### config.mk
export PLATFORM = sky130hd
export DESIGN_NAME = pm
export DESIGN_NICKNAME = d
export VERILOG_FILES = /design/src/verilog/pm_pkg.sv /design/src/verilog/cycle_timer.sv /design/src/verilog/group_counter.sv /design/src/verilog/microop_decoder.sv /design/src/verilog/pm.sv /design/src/verilog/state_sequencer.sv /design/src/verilog/step_counter.sv
export SDC_FILE = /design/constraint.sdc
export NUM_CORES = 1
export LEC_CHECK = 0
export BUFFER_PORTS_ARGS = -buffer_cell sky130_fd_sc_hd__buf_2
export CAP_MARGIN = 20
export CORE_UTILIZATION = 59
export DETAILED_ROUTE_END_ITERATION = 8
export GPL_ROUTABILITY_DRIVEN = 0
export PLACE_DENSITY = 0.87
export REMOVE_ABC_BUFFERS = 1
export SLEW_MARGIN = 30
export SYNTH_ARGS = -nofsm -noshare
export SYNTH_HDL_FRONTEND = slang
export SYNTH_SLANG_ARGS = --single-unit
### constraint.sdc
create_clock -name __clk -period 3.1 [get_ports __clk]
set_input_delay 0.93 -clock __clk [delete_from_list [all_inputs] [get_ports __clk]]
set_output_delay 0.93 -clock __clk [all_outputs]
set_load 0.05 [all_outputs]
### src/verilog/pm_pkg.sv
`default_nettype none

package pm_pkg;

	// word and field widths
	localparam int IR_W = 16;
	localparam int ST_W = 3;
	localparam int OP_W = 6;
	localparam int RS_W = 3;
	localparam int LK_W = 4;

	// main loop states
	localparam logic [ST_W-1:0] ST_P0 = 3'd0;
	localparam logic [ST_W-1:0] ST_P1 = 3'd1;
	localparam logic [ST_W-1:0] ST_P2 = 3'd2;
	localparam logic [ST_W-1:0] ST_P3 = 3'd3;
	localparam logic [ST_W-1:0] ST_P4 = 3'd4;
	localparam logic [ST_W-1:0] ST_P5 = 3'd5;
	localparam logic [ST_W-1:0] ST_PI = 3'd6;

	// opcodes
	localparam logic [OP_W-1:0] OP_LW  = 6'h10;
	localparam logic [OP_W-1:0] OP_AW  = 6'h11;
	localparam logic [OP_W-1:0] OP_UJ  = 6'h12;
	localparam logic [OP_W-1:0] OP_MD  = 6'h13;
	localparam logic [OP_W-1:0] OP_LRS = 6'h14;
	localparam logic [OP_W-1:0] OP_SHC = 6'h15;
	localparam logic [OP_W-1:0] OP_HLT = 6'h16;

	// one instruction word, two formats
	typedef union packed {
		struct packed {
			logic [OP_W-1:0] op;
			logic d;
			logic [RS_W-1:0] a;
			logic [RS_W-1:0] b;
			logic [RS_W-1:0] c;
		} n;
		struct packed {
			logic [OP_W-1:0] op;
			logic [RS_W-1:0] start;
			logic [LK_W-1:0] count;
			logic [2:0] spare;
		} g;
	} instr_word_t;

	// P5 ends the instruction unless a shift or group op still has frames left
	function automatic logic last_exec_frame(
		input instr_word_t w,
		input logic lk_zero,
		input logic lg_last
	);
		logic shc_more;
		logic lrs_more;
		shc_more = (w.n.op == OP_SHC) && !lk_zero;
		lrs_more = (w.n.op == OP_LRS) && !lg_last;
		return !(shc_more || lrs_more);
	endfunction

endpackage

`default_nettype wire

### src/verilog/cycle_timer.sv
`timescale 1ns/100ps
`default_nettype none

module cycle_timer #(
	parameter int KC_TICKS = 3,
	parameter int PC_TICKS = 2
) (
	input wire __clk,
	input wire reset,
	output logic kc,
	output logic pc
);

	localparam int MAX_TICKS = (KC_TICKS > PC_TICKS) ? KC_TICKS : PC_TICKS;
	localparam int CNT_W = $clog2(MAX_TICKS) + 1;

	localparam logic [CNT_W-1:0] KC_LOAD = CNT_W'(KC_TICKS - 1);
	localparam logic [CNT_W-1:0] PC_LOAD = CNT_W'(PC_TICKS - 1);

	// one down-counter shared by both intervals
	logic [CNT_W-1:0] cnt;
	// 0: cycle-end interval, 1: cycle-start interval
	logic phase;

	always_ff @(posedge __clk) begin
		if (reset) begin
			cnt <= KC_LOAD;
			phase <= 1'b0;
			kc <= 1'b0;
			pc <= 1'b0;
		end else begin
			kc <= 1'b0;
			pc <= 1'b0;
			if (cnt == '0) begin
				if (!phase) begin
					// end of cycle, start interval follows
					kc <= 1'b1;
					cnt <= PC_LOAD;
					phase <= 1'b1;
				end else begin
					pc <= 1'b1;
					cnt <= KC_LOAD;
					phase <= 1'b0;
				end
			end else begin
				cnt <= cnt - 1'b1;
			end
		end
	end

endmodule

`default_nettype wire

### src/verilog/group_counter.sv
`timescale 1ns/100ps
`default_nettype none

module group_counter (
	input wire __clk,
	input wire reset,
	input wire lg_load,
	input wire lg_inc,
	input wire [pm_pkg::RS_W-1:0] start_reg,
	output logic [pm_pkg::RS_W-1:0] lg,
	output logic lg_last
);

	import pm_pkg::*;

	localparam logic [RS_W-1:0] LAST_REG = '1;

	always_ff @(posedge __clk) begin
		if (reset) begin
			lg <= '0;
		end else if (lg_load) begin
			// first register of the group
			lg <= start_reg;
		end else if (lg_inc) begin
			lg <= lg + 1'b1;
		end
	end

	// group always ends at r7
	assign lg_last = (lg == LAST_REG);

endmodule

`default_nettype wire

### src/verilog/microop_decoder.sv
`timescale 1ns/100ps
`default_nettype none

module microop_decoder (
	input wire __clk,
	input wire reset,
	input wire kc,
	input wire [pm_pkg::ST_W-1:0] state,
	input var pm_pkg::instr_word_t ir_q,
	input wire [pm_pkg::RS_W-1:0] lg,
	input wire lk_zero,
	input wire lg_last,
	output logic w_ir,
	output logic w_ar,
	output logic w_ac,
	output logic w_ic,
	output logic w_r,
	output logic [pm_pkg::RS_W-1:0] r_sel
);

	import pm_pkg::*;

	logic end_p5;
	logic last_frame;
	logic lrs_op;
	logic lw_op;
	logic r_write;

	assign end_p5 = kc && (state == ST_P5);
	assign last_frame = last_exec_frame(ir_q, lk_zero, lg_last);
	assign lrs_op = (ir_q.n.op == OP_LRS);
	assign lw_op = (ir_q.n.op == OP_LW);

	// group load writes a register every frame, LW only once
	assign r_write = end_p5 && (lrs_op || (lw_op && last_frame));

	always_ff @(posedge __clk) begin
		if (reset) begin
			w_ir <= 1'b0;
			w_ar <= 1'b0;
			w_ac <= 1'b0;
			w_ic <= 1'b0;
			w_r <= 1'b0;
		end else begin
			w_ir <= kc && (state == ST_P1);
			w_ar <= kc && (state == ST_P2);
			w_ac <= end_p5 && last_frame && (ir_q.n.op == OP_AW);
			w_ic <= end_p5 && last_frame && (ir_q.n.op == OP_UJ);
			w_r <= r_write;
		end
	end

	// register select follows the strobe
	always_ff @(posedge __clk) begin
		if (r_write)
			r_sel <= lrs_op ? lg : ir_q.n.a;
	end

endmodule

`default_nettype wire

### src/verilog/pm.sv
`timescale 1ns/100ps
`default_nettype none

module pm #(
	parameter int KC_TICKS = 3,
	parameter int PC_TICKS = 2
) (
	input wire __clk,
	input wire reset,
	input wire start_req,
	input wire stop_req,
	input wire irq,
	input wire [pm_pkg::IR_W-1:0] ir,
	output wire run,
	output wire wait_cpu,
	output wire [pm_pkg::ST_W-1:0] state,
	output wire pp,
	output wire w_ir,
	output wire w_ar,
	output wire w_ac,
	output wire w_ic,
	output wire w_r,
	output wire [pm_pkg::RS_W-1:0] r_sel,
	output wire [pm_pkg::RS_W-1:0] lg,
	output wire [pm_pkg::LK_W-1:0] lk
);

	import pm_pkg::*;

	wire kc;
	instr_word_t ir_q;
	wire lg_load;
	wire lg_inc;
	wire lk_load;
	wire lk_dec;
	wire lg_last;
	wire lk_zero;

	// cycle start pulse only paces the timer itself
	cycle_timer #(
		.KC_TICKS(KC_TICKS),
		.PC_TICKS(PC_TICKS)
	) u_timer (
		.__clk(__clk),
		.reset(reset),
		.kc(kc),
		.pc()
	);

	state_sequencer u_seq (
		.__clk(__clk),
		.reset(reset),
		.kc(kc),
		.start_req(start_req),
		.stop_req(stop_req),
		.irq(irq),
		.ir(ir),
		.lg_last(lg_last),
		.lk_zero(lk_zero),
		.state(state),
		.ir_q(ir_q),
		.lg_load(lg_load),
		.lg_inc(lg_inc),
		.lk_load(lk_load),
		.lk_dec(lk_dec),
		.run(run),
		.wait_cpu(wait_cpu),
		.pp(pp)
	);

	group_counter u_lg (
		.__clk(__clk),
		.reset(reset),
		.lg_load(lg_load),
		.lg_inc(lg_inc),
		.start_reg(ir_q.g.start),
		.lg(lg),
		.lg_last(lg_last)
	);

	step_counter u_lk (
		.__clk(__clk),
		.reset(reset),
		.lk_load(lk_load),
		.lk_dec(lk_dec),
		.count(ir_q.g.count),
		.lk(lk),
		.lk_zero(lk_zero)
	);

	microop_decoder u_dec (
		.__clk(__clk),
		.reset(reset),
		.kc(kc),
		.state(state),
		.ir_q(ir_q),
		.lg(lg),
		.lk_zero(lk_zero),
		.lg_last(lg_last),
		.w_ir(w_ir),
		.w_ar(w_ar),
		.w_ac(w_ac),
		.w_ic(w_ic),
		.w_r(w_r),
		.r_sel(r_sel)
	);

endmodule

`default_nettype wire

### src/verilog/state_sequencer.sv
`timescale 1ns/100ps
`default_nettype none

module state_sequencer (
	input wire __clk,
	input wire reset,
	input wire kc,
	input wire start_req,
	input wire stop_req,
	input wire irq,
	input var pm_pkg::instr_word_t ir,
	input wire lg_last,
	input wire lk_zero,
	output logic [pm_pkg::ST_W-1:0] state,
	output pm_pkg::instr_word_t ir_q,
	output logic lg_load,
	output logic lg_inc,
	output logic lk_load,
	output logic lk_dec,
	output logic run,
	output logic wait_cpu,
	output logic pp
);

	import pm_pkg::*;

	logic start_q;
	logic [1:0] mc;
	logic [ST_W-1:0] state_nxt;
	logic [ST_W-1:0] after_b;
	logic [ST_W-1:0] after_d;
	instr_word_t cur;
	logic is_group;
	logic last_p5;
	logic p5_enter;
	logic p5_repeat;

	// during fetch the word is decoded straight from the bus
	assign cur = (state == ST_P1) ? ir : ir_q;
	assign is_group = (cur.n.op == OP_LRS) || (cur.n.op == OP_SHC);
	assign last_p5 = last_exec_frame(ir_q, lk_zero, lg_last);

	// argument chain, group ops carry no d or b field
	assign after_b = (mc != 2'd0) ? ST_P4 : ST_P5;
	assign after_d = (!is_group && cur.n.b != '0) ? ST_P3 : after_b;

	always_comb begin
		state_nxt = state;
		case (state)
			ST_P0: begin
				if (start_q && irq)
					state_nxt = ST_PI;
				else if (run)
					state_nxt = ST_P1;
			end
			ST_P1: begin
				if (cur.n.op == OP_MD)
					state_nxt = ST_P1;
				else if (!is_group && cur.n.d)
					state_nxt = ST_P2;
				else
					state_nxt = after_d;
			end
			ST_P2: state_nxt = after_d;
			ST_P3: state_nxt = after_b;
			ST_P4: state_nxt = ST_P5;
			ST_P5: begin
				if (!last_p5)
					state_nxt = ST_P5;
				else if (!start_q || ir_q.n.op == OP_HLT)
					state_nxt = ST_P0;
				else if (irq)
					state_nxt = ST_PI;
				else
					state_nxt = ST_P1;
			end
			ST_PI: state_nxt = run ? ST_P1 : ST_P0;
			default: state_nxt = ST_P0;
		endcase
	end

	assign p5_enter = kc && (state != ST_P5) && (state_nxt == ST_P5);
	assign p5_repeat = kc && (state == ST_P5) && (state_nxt == ST_P5);

	always_ff @(posedge __clk) begin
		if (reset) begin
			state <= ST_P0;
			start_q <= 1'b0;
			wait_cpu <= 1'b0;
			mc <= 2'd0;
			lg_load <= 1'b0;
			lg_inc <= 1'b0;
			lk_load <= 1'b0;
			lk_dec <= 1'b0;
		end else begin
			// stop has priority over start
			if (stop_req)
				start_q <= 1'b0;
			else if (start_req)
				start_q <= 1'b1;

			// counter controls land in the first clock of the new frame
			lg_load <= p5_enter;
			lk_load <= p5_enter;
			lg_inc <= p5_repeat;
			lk_dec <= p5_repeat;

			if (state == ST_PI)
				wait_cpu <= 1'b0;
			else if (kc && state == ST_P5 && last_p5 && ir_q.n.op == OP_HLT)
				wait_cpu <= 1'b1;

			if (kc) begin
				state <= state_nxt;
				if (state == ST_P1 && cur.n.op == OP_MD && mc != 2'd3)
					mc <= mc + 2'd1;
				else if (state == ST_P4)
					mc <= 2'd0;
			end
		end
	end

	// instruction register
	always_ff @(posedge __clk) begin
		if (kc && state == ST_P1)
			ir_q <= ir;
	end

	assign run = start_q && !wait_cpu;
	assign pp = (state == ST_PI);

endmodule

`default_nettype wire

### src/verilog/step_counter.sv
`timescale 1ns/100ps
`default_nettype none

module step_counter (
	input wire __clk,
	input wire reset,
	input wire lk_load,
	input wire lk_dec,
	input wire [pm_pkg::LK_W-1:0] count,
	output logic [pm_pkg::LK_W-1:0] lk,
	output logic lk_zero
);

	import pm_pkg::*;

	logic [LK_W-1:0] load_val;

	// a zero count still takes one step
	assign load_val = (count == '0) ? '0 : count - 1'b1;

	always_ff @(posedge __clk) begin
		if (reset) begin
			lk <= '0;
		end else if (lk_load) begin
			lk <= load_val;
		end else if (lk_dec && !lk_zero) begin
			lk <= lk - 1'b1;
		end
	end

	assign lk_zero = (lk == '0);

endmodule

`default_nettype wire
==> reports/qor.txt <==
most area-consuming cells after synthesis = dfxtp_1 (24%), edfxtp_1 (23%), nor2_1 (5.5%)
top-count cell post-synth = nor2_1
first-pass GRT wire length = 6658 um
Synth top cells by count = nor2_1 (31), dfxtp_1 (26), edfxtp_1 (16), a21oi_1 (11), nand2_1 (11)
pre-CTS setup slack = 0.4790 ns
I/O pins = 42
clock tree buffer depth = 2
setup_tns = 0 ns
Top Usage Layer GRT = met2
Tcrit/Tclk final = 83.47%
Clk pwr share = 32.8%
Max-Slew Margin vs Limit = 54.29%
Synth Register Bits = 42
Leak = 0.9511 nW
CP required = 2.17 ns
Mapped Avg Cell Area = 9.619 um2
P_int = 0.9578 mW
endpoints failing setup = 0
crit path time final = 2.588 ns
number of instances resized during post-cts repair = 0
element type at the critical path start = flop
pwr/cell area = 546.3 nW/um2
r2r setup slk = 0.79 ns
clock transition at the registers of the reported paths = 0.13 ns
reg2reg end = u_seq.lg_load
Worst Skew = 0.008258 ns
Synth Flop Type = dfxtp_1
Initial Util = 62.72%
critical path depth = 3
Slew @ Worst Pin = 0.6762 ns
number of global-route vias before repair = 1493
sw frac = 28.10%
n_diodes = 0
GR Layer Usage met1 = 32.76%
Seq pwr share = 49.1%
Tightest Hold Check Type = reg2reg
grt met2 use = 38.15%
VDD IR-drop max = 0.3865 mV
worst r2r path cells = 5
Gate Count Post-Synth = 221
DR pass1 iterations = 4
total DRC errors in the routed layout = 0
CTS Buf Count = 5
worst path cell trace = and2b_2, and2_1, buf_2
core area = 3390 um2
I/O Buffers = 38
worst-path fanout max = 16
Psw = 0.3743 mW
RSZ-0062 raised after global routing = false
status = finished clean
clk sinks = 42
number of core rows = 21
Synth Cell Area = 2126 um2
register area share after synthesis = 47.09%
CP Data Arrival Time = 1.66 ns
vias per cell = 5.818
Die Ht = 62.03 um
DR vias = 1763
ys async rst share = 0%
critical path's slowest cell = dfxtp_1
M3 GR Usage = 6.832%
Post-synth EDFFs = 16
worst setup path end = pp
clk_lat worst skew = 0.36 ns
CP Launch Point = u_seq.state[0]
Detailed Route WL = 4197 um
Area growth syn-to-layout = 14.71%
Warnings, synthesis = 0
initial antenna violation count = 0
Routed Antenna Nets = 0
Slew Limit Fails = 0
Layout Nets = 284
max incr delay on CP = 0.64 ns
Post-CTS Setup Repair Bufs = 0
Final Hold Fails = 0
r2r startpoint = u_seq.state[0]
fmax = 0.3864 GHz
wire length per cell = 13.85 um
post-synth top area share = 24.48%
Distinct cells, synth = 53
pin count of the biggest net entering global routing = 22
Root Buffer = clkbuf_4
Initial DRC Count = 143
H-tree levels = 2
layout cell share with drive strength beyond 1 = 22.18%
Total GRT Usage = 24.54%
Comb pwr share = 18.1%
kind of critical path = reg2out
area leader, netlist = dfxtp_1
delay-heaviest family, CP = flip-flops
Setup crit end kind = output port
crit path buf inv count = 1
Die Width = 62.03 um
CTS tree = done
HPWL Detailed = 3067 um
final worst slack = 0.5123 ns
Die Area = 3847 um2
# Max-Cap Violations = 0
global route total overflow = 0
# hold bufs at CTS = 0
[flip-flops by register name (all words and copies together), names as in the netlist, 2 cells and up]
| signal | count |
|---|---|
| u_seq.ir_q | 13 |
| u_lk.lk | 4 |
| u_timer.cnt | 3 |
| u_dec.r_sel | 3 |
| u_seq.state | 3 |
| u_seq.mc | 2 |
| u_lg.lg | 3 |
[cells by family (layout without fill, tap and decap cells)]
group | count (synthesis) | in the layout | synth area share [%]
AND/OR/NAND/NOR | 95 | 95 | 24.60
AO/OA/AOI/OAI | 48 | 48 | 16.19
adder cells (fa/ha/maj) | 7 | 7 | 4.120
multiplexers | 7 | 7 | 3.473
XOR/XNOR | 2 | 2 | 0.8242
buffers and inverters | 20 | 56 | 3.708
flip-flops | 42 | 42 | 47.09
[metrics by stage]
step / hold WS [ns] / power [mW] / std cells / util (%) / cell area, um2
after detailed placement: 0.4511 / 0.9050 / 295 / 68.81 / 2332
after global routing: 0.5071 / 1.401 / 303 / 71.95 / 2439
after floorplan: 0.4256 / 0.8399 / 211 / - / 2085
final: 0.4620 / 1.332 / 303 / 71.95 / 2439
after CTS: 0.4686 / 1.339 / 303 / 71.95 / 2439
after global placement: 0.4376 / 0.8985 / 295 / 68.81 / 2332
[worst reg2reg max path: stages, from the launching register on]
cell,delay (ns)
dfxtp_1,0.64
or3b_1,0.54
a311oi_2,0.29
a311oi_1,0.09
o311a_1,0.38
a2111oi_2,0.28
[area by class of cell]
class                           instances  area (um2)
Clock buffer                            5       37.54
Sequential cell                        42        1001
Timing Repair Buffer                   38       190.2
Tap cell                               46       57.56
Clock inverter                          3       68.82
Multi-Input combinational cell        159        1046
Inverter                               10       37.54
Fill cell                             263       950.9
[power by group through the flow]
stage | sequential, mW | combinational, mW | clock (mW)
3_3_place_gp | 0.665 | 0.234 | 0
2_1_floorplan | 0.678 | 0.162 | 0
4_1_cts | 0.652 | 0.241 | 0.446
3_5_place_dp | 0.665 | 0.240 | 0
6_report | 0.654 | 0.242 | 0.437
5_1_grt | 0.662 | 0.270 | 0.469
[placed cells by master (no fill, tap or decap), drive strengths merged, types with 2 or more instances in the layout]
cell type	n
a2111oi	3
a211oi	5
a21oi	11
a311oi	4
a31oi	3
and2	3
buf	38
bufinv	2
clkbuf	5
dfxtp	26
edfxtp	16
ha	7
inv	10
mux2	3
mux2i	4
nand2	11
nand2b	6
nand3	5
nand3b	3
nand4b	2
nor2	31
nor2b	5
nor3	9
nor3b	3
nor4b	3
o21ai	8
o31ai	2
or2	2
or3	2
or3b	3
xnor2	2
[worst min-delay path by stage]
stage	start	end	slack (ns)	depth (start not counted)
2_1_floorplan	u_timer.phase	u_timer.phase	0.43	2
3_3_place_gp	u_timer.phase	u_timer.phase	0.44	2
3_5_place_dp	u_timer.phase	u_timer.phase	0.45	2
4_1_cts	u_timer.phase	u_timer.phase	0.47	2
5_1_grt	u_timer.phase	u_timer.phase	0.51	2
6_report	u_timer.phase	u_timer.phase	0.46	2
[metal layers]
metal | vias up | routed length [um]
met3 | 4 | 271
li1 | 881 | -
met2 | 59 | 2009
met1 | 819 | 1874
met4 | 0 | 42
met5 | - | 0
Power figures use the tool's default switching activity.
